===== src/verilog/aes_pkg.sv =====
`default_nettype none

package aes_pkg;

	localparam int BUF_DEPTH = 16;
	localparam int OUT_DEPTH = 16;
	localparam int WORDS_PER_BLOCK = 4;
	localparam int NUM_ROUNDS = 10;

	typedef logic [31:0] word_t;
	typedef logic [127:0] block_t;
	typedef logic [127:0] key_t;
	typedef logic [3:0] buf_addr_t;
	typedef logic [4:0] blk_cnt_t;
	typedef logic [4:0] credit_t;
	typedef logic [3:0] out_addr_t;

	localparam word_t CMD_KEY = 32'd1;
	localparam word_t CMD_ENCRYPT = 32'd2;

	// One pipeline slot, from the feeder through the rounds to the master
	typedef struct packed {
		logic valid;
		logic last;
		block_t state;
		key_t round_key;
	} aes_stage_s;

	typedef enum logic [1:0] {
		GET_CMD,
		GET_KEY,
		GET_PAYLOAD
	} slave_state_e;

	typedef enum logic [1:0] {
		IDLE,
		READ,
		DONE
	} feeder_state_e;

	// Multiply by x in GF(2^8), reduced by x^8 + x^4 + x^3 + x + 1
	function automatic logic [7:0] xtime(input logic [7:0] b);
		return {b[6:0], 1'b0} ^ (b[7] ? 8'h1b : 8'h00);
	endfunction

	function automatic logic [7:0] gf_mul(input logic [7:0] a, input logic [7:0] b);
		logic [7:0] p;
		logic [7:0] t;
		p = 8'h00;
		t = a;
		for (int i = 0; i < 8; i++) begin
			if (b[i]) begin
				p = p ^ t;
			end
			t = xtime(t);
		end
		return p;
	endfunction

	// Inverse as a^254, then the affine map
	function automatic logic [7:0] sbox(input logic [7:0] a);
		logic [7:0] sq;
		logic [7:0] inv;
		sq = a;
		inv = 8'h01;
		// a^2 * a^4 * ... * a^128
		for (int i = 1; i < 8; i++) begin
			sq = gf_mul(sq, sq);
			inv = gf_mul(inv, sq);
		end
		return inv ^ {inv[6:0], inv[7]} ^ {inv[5:0], inv[7:6]}
			^ {inv[4:0], inv[7:5]} ^ {inv[3:0], inv[7:4]} ^ 8'h63;
	endfunction

	// Round constant for key expansion, rounds 1 to 10
	function automatic logic [7:0] rcon_of(input int round);
		logic [7:0] r;
		r = 8'h01;
		for (int i = 1; i < NUM_ROUNDS; i++) begin
			if (i < round) begin
				r = xtime(r);
			end
		end
		return r;
	endfunction

endpackage

`default_nettype wire

===== src/verilog/block_ram.sv =====
`timescale 1ns/100ps
`default_nettype none

module block_ram import aes_pkg::*; (
	input logic clk,
	input buf_addr_t addr,
	input logic wr_en,
	input block_t wr_data,
	input logic rd_en,
	output block_t rd_data
);

	block_t mem [BUF_DEPTH];

	// Registered read, data valid the cycle after rd_en
	always_ff @(posedge clk) begin
		if (wr_en) begin
			mem[addr] <= wr_data;
		end
		if (rd_en) begin
			rd_data <= mem[addr];
		end
	end

endmodule

`default_nettype wire


===== config.mk =====
export PLATFORM = sky130hd
export DESIGN_NAME = block_ram
export DESIGN_NICKNAME = d
export VERILOG_FILES = /design/src/verilog/aes_pkg.sv /design/src/verilog/block_ram.sv
export SDC_FILE = /design/constraint.sdc
export NUM_CORES = 2
export LEC_CHECK = 0
export BUFFER_PORTS_ARGS = -buffer_cell sky130_fd_sc_hd__buf_2
export CAP_MARGIN = 20
export CORE_MARGIN = 8
export CORE_UTILIZATION = 40
export CTS_CLUSTER_DIAMETER = 200
export CTS_CLUSTER_SIZE = 10
export DETAILED_ROUTE_END_ITERATION = 10
export HOLD_SLACK_MARGIN = 0.02
export PLACE_DENSITY = 0.6
export SETUP_SLACK_MARGIN = 0.3
export SLEW_MARGIN = 20
export SYNTH_ARGS = -nofsm -noshare
export SYNTH_HDL_FRONTEND = slang
export SYNTH_SLANG_ARGS = --single-unit

===== constraint.sdc =====
create_clock -name clk -period 14.6 [get_ports clk]
set_input_delay 1.46 -clock clk [delete_from_list [all_inputs] [get_ports clk]]
set_output_delay 1.46 -clock clk [all_outputs]
set_load 0.01 [all_outputs]

==> qor.csv <==
metric,value,unit
status,completed,
drive_gt1_frac,0.298,
worst_pin_slew,1160,ps
cts_resized,0,
slew_violations,0,
die_x,464,µm
period_share,0.334,
period_needed,4870,ps
start_util,0.402,
layout.nets,3805,
critPathKind,in -> reg,
dpl_cell_area,0.0849,mm²
insertion_delay,860,ps
hp-class,reg -> reg,
grt_max_degree,134,
synth_edf_count,2176,
ir_drop,106,µV
finalSetupTns,0,ps
final_area,0.0912,mm²
netlist_area,0.0804,mm²
rsz0062_at_grt,false,
power_density,140,mW/mm²
die_area,0.216,mm²
worst_setup_path_start_kind,input port,
whs,731,ps
synth_top_cell_area_share,0.813,
synth_top_family_by_area,multiplexers,
cts_sinks,2176,
cp.required,15190,ps
grt_usage,0.174,
synth-compound-area-share,0.0239,
portBuffers,262,
dr.pass1.iters,5,
ys_warn_count,0,
grt_antenna_before_repair,65,
wirelength,192000,µm
io_pins,263,
core,0.200,mm²
finalWeightedCongestion,0.697,
yosysSeqAreaShare,0.813,
grt_pass1_wl,275000,µm
grt_pass1_vias,38200,
cts_root_buffer,clkbuf_16,
area.growth.synth_to_final,13.4,%
crit_fanout,73,
yosysMostFrequentCell,edfxtp_1,
synth_fa_ha_area_frac,0,
drt_iter0_drc,3879,
slew_headroom,0.228,
synth_mux_area_frac,0.144,
num_rows,164,
synth_nets,3406,
post_cts_buffers,0,
async_flop_share,0,
arrival,5470,ps
fmax,205,MHz
setup_viol,0,
cts_hold_buf,0,
fp.dieH,464,µm
p_leak,28.7,nW
end_kind,register,
vias_per_cell,5.66,
hold_viol_final,0,
synth_commonest_cells,"edfxtp_1 (2176), mux4_2 (492), a22oi_1 (256)",
drc,0,
yosysTopAreaCell,edfxtp_1,
ys_ff_latch,2176,
cts_buffers,235,
place_inst,6089,
cts_tree,yes,
clkSlewWorstSetupHoldPaths,50,ps
avgSynthCellArea,24.6,µm²
synth_xor_area_frac,0,
clk_path_buf_depth,3,
vias,36100,
ys_top_cells_by_area,"edfxtp_1 (81%), mux4_2 (14%), a22oi_1 (2.4%)",
dpl.hpwl,92200,µm
ant_nets,0,
synthSimpleGateAreaFrac,0.00762,
h-tree-depth,4,
finalNonFillerCells,6371,
ys.flop_type,edfxtp_1,
grt-ovfl-total,0,
synth_cells,3271,
clock_skew,39.8,ps
maxCapViolations,0,
wl_per_cell,30.1,µm
yosysUniqueCellTypes,19,
## per-stage QoR
step	power, mW	utilization	setup WS, ps
after floorplan	7.56	-	3150
after global placement	7.82	0.425	8660
after detailed placement	7.83	0.425	8650
after CTS	12.9	0.456	9590
after global routing	13.2	0.456	9290
final	12.8	0.456	9730
## layer usage
layer	routed length, µm	vias up	part of all wire	GRT usage
li1	-	14900	-	-
met1	82900	19700	0.43	0.247
met2	92200	1220	0.48	0.279
met3	12800	291	0.067	0.0354
met4	3880	20	0.020	0.0445
met5	135	-	0.00070	0
## placed cells by master (no fill, tap or decap)
cell type	n
clkinv_8	5
nand2b_1	2
nor3_2	4
and2_4	1
nor2b_4	2
buf_12	10
nor2_4	13
nand3b_1	2
nand3_1	1
or3b_2	1
clkbuf_8	1
buf_4	62
bufinv_16	1
a22oi_1	256
clkinv_16	4
inv_16	3
diode_2	32
mux4_1	20
inv_6	2
buf_2	259
nand2_1	129
clkbuf_16	235
buf_8	2
mux4_2	492
edfxtp_1	2176
## critical path, cell delays in order
cell,delay (ps)
buf_8,600
buf_4,800
buf_4,750
buf_4,760
mux4_1,650
a22oi_1,200
nand2_1,80
## kinds of logic (layout without fill, tap and decap cells)
| family | count (synthesis) | count (layout) |
|---|---|---|
| buffers and inverters | 172 | 584 |
| AO/OA/AOI/OAI | 256 | 256 |
| multiplexers | 512 | 512 |
| AND/OR/NAND/NOR | 155 | 155 |
| flip-flops | 2176 | 2176 |
| other | 0 | 32 |
## power by group
| part | internal, mW | switching, mW |
|---|---|---|
| registers | 7.04 | 0.0436 |
| clock network | 2.84 | 2.23 |
| logic | 0.230 | 0.371 |
## area by class of cell
class / instances / area (µm²)
well taps: 2656 / 3320
flip-flops and latches: 2176 / 65300
diodes: 32 / 80.1
multi-input cells: 923 / 14300
clock buffers: 235 / 5880
fillers: 16400 / 109000
repair buffers: 334 / 2010
clock inverters: 15 / 309
## flip-flops by register name, summed over array words and instances, names as in the netlist
signal	cells
rd_data	128
mem	2048
## path summary, 6_finish.rpt
kind | start | cells past startpoint | end | slack [ps]
max | addr[0] | 7 | rd_data[54] | 9730
max reg2reg | mem[0][96] | 3 | rd_data[96] | 12970
min reg2reg | mem[6][47] | 3 | rd_data[47] | 730
min | mem[6][47] | 3 | rd_data[47] | 730
No activity file was read; power rests on OpenSTA's default activity.
