File: config.mk
export PLATFORM = sky130hd
export DESIGN_NAME = aes_feeder
export DESIGN_NICKNAME = d
export VERILOG_FILES = /design/src/verilog/aes_pkg.sv /design/src/verilog/aes_feeder.sv
export SDC_FILE = /design/constraint.sdc
export NUM_CORES = 1
export LEC_CHECK = 0
export BUFFER_PORTS_ARGS = -buffer_cell sky130_fd_sc_hd__buf_2
export CORE_AREA = 2 2 206 208
export DETAILED_ROUTE_END_ITERATION = 8
export DIE_AREA = 0 0 208 210
export GPL_TIMING_DRIVEN = 0
export MAX_ROUTING_LAYER = met4
export SLEW_MARGIN = 20
export SYNTH_ARGS = -nofsm -noshare
export SYNTH_HDL_FRONTEND = slang
export SYNTH_SLANG_ARGS = --single-unit
File: constraint.sdc
create_clock -name s00_axis_aclk -period 3.01 [get_ports s00_axis_aclk]
set_input_delay 0.1505 -clock s00_axis_aclk [delete_from_list [all_inputs] [get_ports s00_axis_aclk]]
set_output_delay 0.1505 -clock s00_axis_aclk [all_outputs]
set_load 0.02 [all_outputs]
File: src/verilog/aes_pkg.sv
`default_nettype none

package aes_pkg;

	localparam int BUF_DEPTH = 16;
	localparam int OUT_DEPTH = 16;
	localparam int WORDS_PER_BLOCK = 4;
	localparam int NUM_ROUNDS = 10;

	typedef logic [31:0] word_t;
	typedef logic [127:0] block_t;
	typedef logic [127:0] key_t;
	typedef logic [3:0] buf_addr_t;
	typedef logic [4:0] blk_cnt_t;
	typedef logic [4:0] credit_t;
	typedef logic [3:0] out_addr_t;

	localparam word_t CMD_KEY = 32'd1;
	localparam word_t CMD_ENCRYPT = 32'd2;

	// One pipeline slot, from the feeder through the rounds to the master
	typedef struct packed {
		logic valid;
		logic last;
		block_t state;
		key_t round_key;
	} aes_stage_s;

	typedef enum logic [1:0] {
		GET_CMD,
		GET_KEY,
		GET_PAYLOAD
	} slave_state_e;

	typedef enum logic [1:0] {
		IDLE,
		READ,
		DONE
	} feeder_state_e;

	// Multiply by x in GF(2^8), reduced by x^8 + x^4 + x^3 + x + 1
	function automatic logic [7:0] xtime(input logic [7:0] b);
		return {b[6:0], 1'b0} ^ (b[7] ? 8'h1b : 8'h00);
	endfunction

	function automatic logic [7:0] gf_mul(input logic [7:0] a, input logic [7:0] b);
		logic [7:0] p;
		logic [7:0] t;
		p = 8'h00;
		t = a;
		for (int i = 0; i < 8; i++) begin
			if (b[i]) begin
				p = p ^ t;
			end
			t = xtime(t);
		end
		return p;
	endfunction

	// Inverse as a^254, then the affine map
	function automatic logic [7:0] sbox(input logic [7:0] a);
		logic [7:0] sq;
		logic [7:0] inv;
		sq = a;
		inv = 8'h01;
		// a^2 * a^4 * ... * a^128
		for (int i = 1; i < 8; i++) begin
			sq = gf_mul(sq, sq);
			inv = gf_mul(inv, sq);
		end
		return inv ^ {inv[6:0], inv[7]} ^ {inv[5:0], inv[7:6]}
			^ {inv[4:0], inv[7:5]} ^ {inv[3:0], inv[7:4]} ^ 8'h63;
	endfunction

	// Round constant for key expansion, rounds 1 to 10
	function automatic logic [7:0] rcon_of(input int round);
		logic [7:0] r;
		r = 8'h01;
		for (int i = 1; i < NUM_ROUNDS; i++) begin
			if (i < round) begin
				r = xtime(r);
			end
		end
		return r;
	endfunction

endpackage

`default_nettype wire
File: src/verilog/aes_feeder.sv
`timescale 1ns/100ps
`default_nettype none

module aes_feeder import aes_pkg::*; (
	input logic s00_axis_aclk,
	input logic rst,
	input logic writes_done,
	input blk_cnt_t blk_cnt,
	input logic batch_last,
	output logic processing_done,
	output logic rd_en,
	output buf_addr_t rd_addr,
	input block_t rd_data,
	input key_t cipher_key,
	input logic credit_return,
	output aes_stage_s stage_out
);

	feeder_state_e state;
	blk_cnt_t rd_cnt;
	credit_t credits;
	logic last_rd;
	logic valid_d1;
	logic last_d1;

	assign rd_en = (state == READ) && (credits != '0);
	assign rd_addr = rd_cnt[3:0];
	assign last_rd = (rd_cnt == blk_cnt - blk_cnt_t'(1));
	assign processing_done = (state == DONE);

	always_ff @(posedge s00_axis_aclk) begin
		if (rst) begin
			state <= IDLE;
			rd_cnt <= '0;
			credits <= credit_t'(OUT_DEPTH);
		end else begin
			case (state)
				IDLE: begin
					rd_cnt <= '0;
					if (writes_done) begin
						state <= READ;
					end
				end
				READ: begin
					if (rd_en) begin
						rd_cnt <= rd_cnt + blk_cnt_t'(1);
						if (last_rd) begin
							state <= DONE;
						end
					end
				end
				DONE: state <= IDLE;
				default: state <= IDLE;
			endcase
			// Spend on read issue, refill on output transfer
			case ({rd_en, credit_return})
				2'b10: credits <= credits - credit_t'(1);
				2'b01: credits <= credits + credit_t'(1);
				default: credits <= credits;
			endcase
		end
	end

	// Round 0 key addition as the block comes back from the buffer
	always_ff @(posedge s00_axis_aclk) begin
		last_d1 <= rd_en && last_rd && batch_last;
		stage_out.last <= last_d1;
		stage_out.state <= rd_data ^ cipher_key;
		stage_out.round_key <= cipher_key;
		if (rst) begin
			valid_d1 <= 1'b0;
			stage_out.valid <= 1'b0;
		end else begin
			valid_d1 <= rd_en;
			stage_out.valid <= valid_d1;
		end
	end

endmodule

`default_nettype wire

==> metrics.json <==
{
  "clock_network": {
    "clock_tree_from_tritoncts": "done",
    "clk_transition_reported_paths_ns": 0.07,
    "clk_latency_ns": 0.55,
    "numClockSinks": 272,
    "cts_root_buf": "clkbuf_16",
    "cts_inserted_buffers": 29,
    "clock_path_buffers": 3,
    "cts_hold_buf": 260,
    "cts_resized": 0,
    "postCtsSetupRepairBufs": 0,
    "cts-htree-levels": 1
  },
  "detailed_routing": {
    "drc": 0,
    "drtIter0Drc": 177,
    "post_drt_via_cell_ratio": 3.57,
    "route.final.wire_length_um": 26800,
    "detail-route-antenna-nets": 0,
    "wire_per_inst_um": 14.3,
    "num_vias": 6693,
    "firstDrtPassIters": 4
  },
  "critical_path": {
    "path_class": "reg -> reg",
    "r2r_cells": 10,
    "timing.critical_path.arrival_ns": 2.92,
    "worst-endpoint-required_ns": 3.49,
    "crit_start": "credits[0]$_SDFFE_PP0P_",
    "r2r-start": "credits[0]$_SDFFE_PP0P_",
    "timing.critical_path.to_type": "flop",
    "cp-start-kind": "flop",
    "regToRegEndpoint": "credits[4]$_SDFFE_PP1P_",
    "worst-path-max-fanout": 6,
    "reg2reg_setup_slack_ns": 0.57,
    "critPathCapture": "credits[4]$_SDFFE_PP1P_"
  },
  "yosys": {
    "area_of_the_mapped_netlist_mm2": 0.00718,
    "synth_top_flop_cell": "dfxtp_1",
    "synth_nets": 768,
    "yosysTopAreaCellShare_pct": 75.8,
    "average_instance_area_after_synthesis_um2": 14.5,
    "synth_top_area_cell": "dfxtp_1",
    "synth.lib_cells_used.distinct": 31,
    "synth_cells": 494,
    "yosys_warnings": 0,
    "leading_post_synthesis_cells_by_cell_area": "dfxtp_1 (76%), xor2_1 (16%), ha_1 (1.2%)",
    "ys_seq_area_share_pct": 75.8,
    "async_reset_ff_share_pct": 0,
    "synth-edff-count": 0,
    "ys_seq_elements": 272
  },
  "timing": {
    "grt_setup_unrepaired": "no",
    "slew_headroom_pct": 62.1,
    "finalClockSkew_ns": 0.00742,
    "setup_viol_count_final": 0,
    "tns_ns": 0,
    "hold_violations": 0,
    "upper_clock_frequency_limit_mhz": 410,
    "final.min_clock_period_ns": 2.44,
    "post-route-period-util_pct": 80.9,
    "timing.final.max_slew_violations": 0,
    "worst_slew_pin_slew_ns": 0.566
  },
  "run_status": {
    "result_of_the_run": "finished clean"
  },
  "placement": {
    "numPlacedInstances": 1562,
    "dp_hpwl_um": 18000,
    "gp_congestion": 0.818,
    "port_buffers": 529
  },
  "pwr": {
    "max-vdd-ir-drop_mv": 0.504,
    "leakage_nw": 6.80,
    "p_per_area_mw_per_mm2": 650,
    "design_power_total_mw": 9.16
  },
  "cells_and_area": {
    "antenna-diode-count": 0,
    "flow.area_growth_from_synthesis_pct": 96.0,
    "nets": 1588,
    "cell_count_final_fillers_out": 1875,
    "post_route_cells_drive_above_1_share_pct": 43.7
  },
  "floorplan": {
    "die-height_um": 210,
    "placeableCoreArea_mm2": 0.0415,
    "die-area_mm2": 0.0437,
    "io_pins": 530,
    "initial_core_util_pct": 17.3,
    "std_cell_rows": 75,
    "dieWidth_um": 208
  },
  "hold_path": {
    "holdCritPathClass": "in -> reg",
    "worst_hold_path.num_cells": 5
  },
  "global_routing": {
    "grt.total_usage_pct": 11.9,
    "grt_antenna_before_repair": 1,
    "grt_pass1_vias": 7306,
    "global_route.overflow_total": 0,
    "grt_start_max_net_pins": 15,
    "wire_length_of_the_first_global_routing_pass_um": 39400
  },
  "flow_run": {
    "max_capacitance_violation_count": 0
  }
}
how the worst min path moves through the flow:
stage,endpoint,from
2_1_floorplan,stage_out[0]$_DFF_P_,cipher_key[0]
3_3_place_gp,stage_out[34]$_DFF_P_,cipher_key[34]
3_5_place_dp,stage_out[55]$_DFF_P_,cipher_key[55]
4_1_cts,state[1]$_SDFFE_PP0P_,blk_cnt[0]
5_1_grt,state[1]$_SDFFE_PP0P_,blk_cnt[0]
6_report,state[1]$_SDFFE_PP0P_,blk_cnt[0]
Yosys cell counts (3+ instances only):
cell type and instances:
dfxtp_1 272, xor2_1 134, nor2_1 13, a21oi_1 10, ha_1 7, inv_1 7, nand2_1 5, nor2b_1 5
a31oi_1 4, buf_4 4, nand2b_1 4, mux2i_1 3
registers in the layout, indices dropped and copies added (netlist names):
register / cells
rd_cnt: 5
valid_d1: 1
state: 2
last_d1: 1
credits: 5
stage_out: 258
critical path, cell delays in order (launching register included):
cell      delay, ns
dfxtp_1        0.36
nor3_2         0.26
nand2_4        0.11
nand2b_1       0.16
ha_1           0.24
inv_1          0.13
ha_1           0.31
a21o_1         0.19
a21oi_1        0.19
mux2i_1        0.24
mux2i_1        0.18
metal layers:
layer	vias to the layer above	GRT usage (%)	wire [um]
met5	-	-	0
met4	0	3.50	573
met1	3150	12.8	10500
met2	309	21.8	14100
met3	41	2.55	1660
li1	3193	-	-
layout by cell type, fill, tap and decap left out, types with 5 or more instances in the layout:
cell type      instances
buf_2                529
nand2_1                5
nor2_1                13
xor2_1               134
ha_1                   7
clkbuf_16             29
clkinv_2               5
inv_1                  7
dfxtp_1              272
dlygate4sd3_1        260
clkbuf_1               8
a21oi_1               10
nor2b_1                5
area by class of cell:
| cell class | instances | area (um^2) |
|---|---|---|
| repair buffers | 789 | 5250 |
| flip-flops and latches | 272 | 5450 |
| plain buffers | 6 | 37.5 |
| multi-input cells | 209 | 1680 |
| inverters | 7 | 26.3 |
| clock inverters | 14 | 166 |
| fillers | 4023 | 27400 |
| clock buffers | 39 | 803 |
| well taps | 539 | 674 |
logic make-up (layout without fill, tap and decap cells):
kind of cell	after synthesis	in the layout	share of synthesized area, %
buffers and inverters	13	855	0.888
DFF	272	272	75.8
muxes	4	4	0.575
and+or+nand+nor	42	42	3.15
AOI/OAI and AO/OA	19	19	1.52
xor gates and xnor gates	136	136	16.6
adders and majority gates	8	8	1.50
report_power, final:
| part | switching, mW | total [mW] | internal, mW |
|---|---|---|---|
| logic | 0.838 | 1.54 | 0.699 |
| registers | 0.105 | 4.01 | 3.91 |
| clock network | 1.47 | 3.61 | 2.14 |
metrics by stage:
stage	hold WS [ns]	utilization [%]	setup slack, ns	cell area (um^2)
global route	0.107	33.9	0.386	14100
finish	0.101	33.9	0.573	14100
global placement	0.276	25.3	0.596	10500
floorplan	0.178	-	0.851	7180
detailed placement	0.278	25.3	0.557	10500
CTS	0.0667	33.9	0.545	14100
No activity file was read; power rests on OpenSTA's default activity.
