--- src/verilog/aes_pkg.sv ---
`default_nettype none

package aes_pkg;

	localparam int BUF_DEPTH = 16;
	localparam int OUT_DEPTH = 16;
	localparam int WORDS_PER_BLOCK = 4;
	localparam int NUM_ROUNDS = 10;

	typedef logic [31:0] word_t;
	typedef logic [127:0] block_t;
	typedef logic [127:0] key_t;
	typedef logic [3:0] buf_addr_t;
	typedef logic [4:0] blk_cnt_t;
	typedef logic [4:0] credit_t;
	typedef logic [3:0] out_addr_t;

	localparam word_t CMD_KEY = 32'd1;
	localparam word_t CMD_ENCRYPT = 32'd2;

	// One pipeline slot, from the feeder through the rounds to the master
	typedef struct packed {
		logic valid;
		logic last;
		block_t state;
		key_t round_key;
	} aes_stage_s;

	typedef enum logic [1:0] {
		GET_CMD,
		GET_KEY,
		GET_PAYLOAD
	} slave_state_e;

	typedef enum logic [1:0] {
		IDLE,
		READ,
		DONE
	} feeder_state_e;

	// Multiply by x in GF(2^8), reduced by x^8 + x^4 + x^3 + x + 1
	function automatic logic [7:0] xtime(input logic [7:0] b);
		return {b[6:0], 1'b0} ^ (b[7] ? 8'h1b : 8'h00);
	endfunction

	function automatic logic [7:0] gf_mul(input logic [7:0] a, input logic [7:0] b);
		logic [7:0] p;
		logic [7:0] t;
		p = 8'h00;
		t = a;
		for (int i = 0; i < 8; i++) begin
			if (b[i]) begin
				p = p ^ t;
			end
			t = xtime(t);
		end
		return p;
	endfunction

	// Inverse as a^254, then the affine map
	function automatic logic [7:0] sbox(input logic [7:0] a);
		logic [7:0] sq;
		logic [7:0] inv;
		sq = a;
		inv = 8'h01;
		// a^2 * a^4 * ... * a^128
		for (int i = 1; i < 8; i++) begin
			sq = gf_mul(sq, sq);
			inv = gf_mul(inv, sq);
		end
		return inv ^ {inv[6:0], inv[7]} ^ {inv[5:0], inv[7:6]}
			^ {inv[4:0], inv[7:5]} ^ {inv[3:0], inv[7:4]} ^ 8'h63;
	endfunction

	// Round constant for key expansion, rounds 1 to 10
	function automatic logic [7:0] rcon_of(input int round);
		logic [7:0] r;
		r = 8'h01;
		for (int i = 1; i < NUM_ROUNDS; i++) begin
			if (i < round) begin
				r = xtime(r);
			end
		end
		return r;
	endfunction

endpackage

`default_nettype wire
--- src/verilog/aes_axis_slave.sv ---
`timescale 1ns/100ps
`default_nettype none

module aes_axis_slave import aes_pkg::*; (
	input logic s00_axis_aclk,
	input logic rst,
	input logic s00_axis_tvalid,
	output logic s00_axis_tready,
	input word_t s00_axis_tdata,
	input logic s00_axis_tlast,
	input logic processing_done,
	output logic writes_done,
	output blk_cnt_t blk_cnt,
	output logic batch_last,
	output key_t cipher_key,
	output buf_addr_t buf_addr,
	output logic buf_wr_en,
	output block_t buf_wr_data
);

	slave_state_e state;
	logic [1:0] word_cnt;
	blk_cnt_t wr_cnt;
	logic close_pending;
	logic accept;
	logic block_full;

	// Stall while a closed batch waits for the feeder
	assign s00_axis_tready = !writes_done && !close_pending;
	assign accept = s00_axis_tvalid && s00_axis_tready;
	assign block_full = (word_cnt == 2'(WORDS_PER_BLOCK - 1));

	always_ff @(posedge s00_axis_aclk) begin
		if (rst) begin
			state <= GET_CMD;
			word_cnt <= '0;
			wr_cnt <= '0;
			buf_wr_en <= 1'b0;
			close_pending <= 1'b0;
			writes_done <= 1'b0;
			blk_cnt <= '0;
			batch_last <= 1'b0;
		end else begin
			buf_wr_en <= 1'b0;
			close_pending <= 1'b0;
			// Batch handed over on the edge of its final write
			if (close_pending) begin
				writes_done <= 1'b1;
			end
			case (state)
				GET_CMD: begin
					word_cnt <= '0;
					if (accept) begin
						if (s00_axis_tdata == CMD_KEY) begin
							state <= GET_KEY;
						end else if (s00_axis_tdata == CMD_ENCRYPT) begin
							state <= GET_PAYLOAD;
						end
					end
				end
				GET_KEY: begin
					if (accept) begin
						word_cnt <= word_cnt + 2'd1;
						if (block_full) begin
							state <= GET_CMD;
						end
					end
				end
				GET_PAYLOAD: begin
					if (accept) begin
						word_cnt <= word_cnt + 2'd1;
						if (block_full) begin
							buf_wr_en <= 1'b1;
							wr_cnt <= wr_cnt + blk_cnt_t'(1);
							// Buffer full or end of packet
							if (wr_cnt == blk_cnt_t'(BUF_DEPTH - 1) || s00_axis_tlast) begin
								close_pending <= 1'b1;
								blk_cnt <= wr_cnt + blk_cnt_t'(1);
								batch_last <= s00_axis_tlast;
								wr_cnt <= '0;
							end
						end
					end
					if (processing_done) begin
						writes_done <= 1'b0;
						if (batch_last) begin
							state <= GET_CMD;
						end
					end
				end
				default: state <= GET_CMD;
			endcase
		end
	end

	// Key and block shift registers, first word lands in the top bits
	always_ff @(posedge s00_axis_aclk) begin
		if (accept && state == GET_KEY) begin
			cipher_key <= {cipher_key[95:0], s00_axis_tdata};
		end
		if (accept && state == GET_PAYLOAD) begin
			buf_wr_data <= {buf_wr_data[95:0], s00_axis_tdata};
			if (block_full) begin
				buf_addr <= wr_cnt[3:0];
			end
		end
	end

	a_no_write_in_batch: assert property (@(posedge s00_axis_aclk) disable iff (rst)
		writes_done |-> !buf_wr_en);

	// Feeder only finishes a batch the slave has handed over
	a_done_needs_batch: assert property (@(posedge s00_axis_aclk) disable iff (rst)
		processing_done |-> writes_done);

endmodule

`default_nettype wire

--- config.mk ---
export PLATFORM = sky130hd
export DESIGN_NAME = aes_axis_slave
export DESIGN_NICKNAME = d
export VERILOG_FILES = /design/src/verilog/aes_pkg.sv /design/src/verilog/aes_axis_slave.sv
export SDC_FILE = /design/constraint.sdc
export NUM_CORES = 1
export LEC_CHECK = 0
export ABC_AREA = 1
export BUFFER_PORTS_ARGS = -buffer_cell sky130_fd_sc_hd__buf_2
export CAP_MARGIN = 20
export CORE_MARGIN = 3
export CORE_UTILIZATION = 45
export DETAILED_ROUTE_END_ITERATION = 12
export PLACE_DENSITY = 0.73
export SETUP_SLACK_MARGIN = 0.02
export SLEW_MARGIN = 20
export SYNTH_ARGS = -nofsm -noshare
export SYNTH_HDL_FRONTEND = slang
export SYNTH_SLANG_ARGS = --single-unit
--- constraint.sdc ---
create_clock -name s00_axis_aclk -period 9.5 [get_ports s00_axis_aclk]
set_clock_uncertainty 0.15 [all_clocks]
set_input_delay 2.85 -clock s00_axis_aclk [delete_from_list [all_inputs] [get_ports s00_axis_aclk]]
set_output_delay 2.85 -clock s00_axis_aclk [all_outputs]
set_load 0.05 [all_outputs]
==> flow_summary.json <==
{
  "status": "completed",
  "fmax_ghz": 0.211,
  "totalNegativeSetupSlack_ns": 0,
  "maxSlewHeadroom": 0.336,
  "grt_pass1_wl_mm": 28.3,
  "area_growth_pct": 30.4,
  "grt_antenna_before_repair": 0,
  "cts.sinks": 278,
  "rows": 50,
  "hp-class": "flip-flop to flip-flop",
  "fillers": 1396,
  "synthCells": 401,
  "cts_root_buf": "clkbuf_16",
  "period_needed_ns": 4.75,
  "yosysTopAreaCell": "edfxtp_1",
  "dieArea_um2": 21300,
  "wl_per_cell_um": 18.7,
  "nNetsFinal": 779,
  "grt_pass1_vias": 4935,
  "grtUsageMet2": 0.308,
  "clock_path_buffers": 3,
  "ys_async_sr_fraction": 0,
  "synth_edf_count": 260,
  "chipWidth_um": 146,
  "portBuffers": 305,
  "cts-htree-levels": 1,
  "grt_max_degree": 73,
  "reg2reg_depth": 5,
  "start_kind": "input pin",
  "ys_seq_elements": 278,
  "slew_viol_final": 0,
  "antenna_left": 0,
  "grt.met3_usage": 0.0346,
  "coreArea_um2": 19000,
  "fin_crit_sh": 0.499,
  "synth_seq_area_share": 0.928,
  "min_path_cells": 0,
  "cts_resized": 0,
  "maxCapViolations": 0,
  "grt_use_met1": 0.197,
  "worst_pin_slew_ns": 0.996,
  "syn_area_um2": 8800,
  "rsz0062_at_grt": "false",
  "syn_avg_cell_area_um2": 21.9,
  "worstSetupEndpointType": "flip-flop",
  "synth.net_count": 444,
  "arrival_ns": 4.73,
  "hpwl_mm": 13.6,
  "peakVddDrop_v": 0.000126,
  "cts_tree": "built",
  "num_vias": 4782,
  "path_clk_slew_ns": 0.06,
  "synth_cell_type_count": 22,
  "grt.busiest_layer": "met2",
  "postCtsSetupRepairBufs": 0,
  "grt_remaining_overflow": 0,
  "pre_cts_ws_ns": 4.18,
  "timing.rr.end": "buf_wr_data[28]$_DFFE_PP_",
  "min_to": "buf_wr_data[106]$_DFFE_PP_",
  "grt_util_all_layers": 0.169,
  "crit_required_ns": 9.49,
  "leakage_uw": 0.00438,
  "wl_mm": 18.9,
  "yosysTopAreaCellShare": 0.887,
  "drc": 0,
  "setup_viol": 0,
  "synth.area.top_cells": "edfxtp_1 (89%), dfxtp_1 (4.1%), nor2_1 (1.5%), nand2_1 (1.2%), ha_1 (0.85%)",
  "powerDensity_nw_per_um2": 200,
  "cp_max_fo": 72,
  "layout-drive-gt1-share": 0.471,
  "fin_ws_ns": 4.75,
  "drtPass1Iterations": 4,
  "cts_hold_buf": 0,
  "timing_worst_setup_path_type": "input pin to flip-flop",
  "n_antenna_cell": 0,
  "io-pin-count": 306,
  "clk_latency_ns": 0.52,
  "rr_startpoint": "state[0]$_SDFFE_PP0P_",
  "yosys_warnings": 0,
  "initial_utilization": 0.464,
  "drt_iter0_markers": 287,
  "cts_buffers": 26,
  "finalHoldViolCount": 0,
  "hp-start": "buf_wr_data[74]$_DFFE_PP_",
  "ff2ff_setup_slack_ns": 6.56,
  "layout_commonest_cell": "buf_2",
  "viasPerCell": 4.72,
  "finalWeightedCongestion": 0.838,
  "fp.dieH_um": 146,
  "most-common-layout-cells": "buf_2 (305), edfxtp_1 (260), nor2_1 (34)",
  "synth-main-ff-cell": "edfxtp_1"
}
## flip-flops by register name (all words and copies together) (netlist names)
signal,flops
buf_wr_en,1
cipher_key,128
writes_done,1
buf_addr,4
blk_cnt,5
buf_wr_data,128
wr_cnt,5
close_pending,1
word_cnt,2
batch_last,1
state,2
## worst max path at each step
stage / from / to / slack (ns)
finish: s00_axis_tvalid / buf_wr_data[28]$_DFFE_PP_ / 4.75
detailed placement: s00_axis_tvalid / buf_wr_data[24]$_DFFE_PP_ / 4.18
floorplan: s00_axis_tvalid / cipher_key[0]$_DFFE_PP_ / 0.47
global placement: s00_axis_tvalid / buf_wr_data[31]$_DFFE_PP_ / 4.30
CTS: s00_axis_tvalid / buf_wr_data[63]$_DFFE_PP_ / 4.73
global route: s00_axis_tvalid / buf_wr_data[121]$_DFFE_PP_ / 4.60
## per-layer routing
metal	wire length [um]	part of all wire
met2	10000	0.53
met5	0	0
met4	605	0.032
met3	1160	0.061
met1	7110	0.38
## final cells by class
cell class / instances / area, um2 / share of cell area
Timing Repair Buffer: 308 / 1550 / 0.135
Inverter: 17 / 68.8 / 0.00600
Tap cell: 260 / 325 / 0.0283
Multi-Input combinational cell: 105 / 566 / 0.0493
Sequential cell: 278 / 8170 / 0.712
Clock buffer: 37 / 719 / 0.0627
Clock inverter: 9 / 80.1 / 0.00698
## Yosys cell counts (all sizes together), types with 2 or more instances
library cell and instances:
inv 16, ha 6, a21oi 9, nand4 3
nand3 4, nand2 32, edfxtp 260, nor2 38
a211oi 3, o21ai 7, dfxtp 18, xor2 2
## kinds of logic (layout without fill, tap and decap cells)
kind of cell,count (synthesis),in the layout,share of synthesized area
AO/OA/AOI/OAI,20,20,0.0131
XOR/XNOR,2,2,0.00199
adder cells (fa/ha/maj),6,6,0.00853
buffers and inverters,18,371,0.00825
flip-flops,278,278,0.928
AND/OR/NAND/NOR,77,77,0.0398
## power by group
group / internal (uW) / switching (uW) / leakage [uW]
registers: 1320 / 0.0000000541 / 0.00247
logic: 6.80 / 10.0 / 0.00152
clock network: 553 / 403 / 0.000390
## through the flow
stage	instances	power, uW	cell area (um2)	util	hold WS (ns)
2_1_floorplan	401	1350	8800	-	0.280
3_3_place_gp	968	1360	10700	0.563	0.275
3_5_place_dp	968	1370	10700	0.563	0.276
4_1_cts	1014	2320	11500	0.605	0.289
5_1_grt	1014	2380	11500	0.605	0.299
6_report	1014	2300	11500	0.605	0.289
## worst max-delay path, cell delays in order
cell and delay (ns):
buf_2 0.11, nand2_4 0.09, nor2_8 0.74, buf_4 0.87
Power figures use the tool's default switching activity.
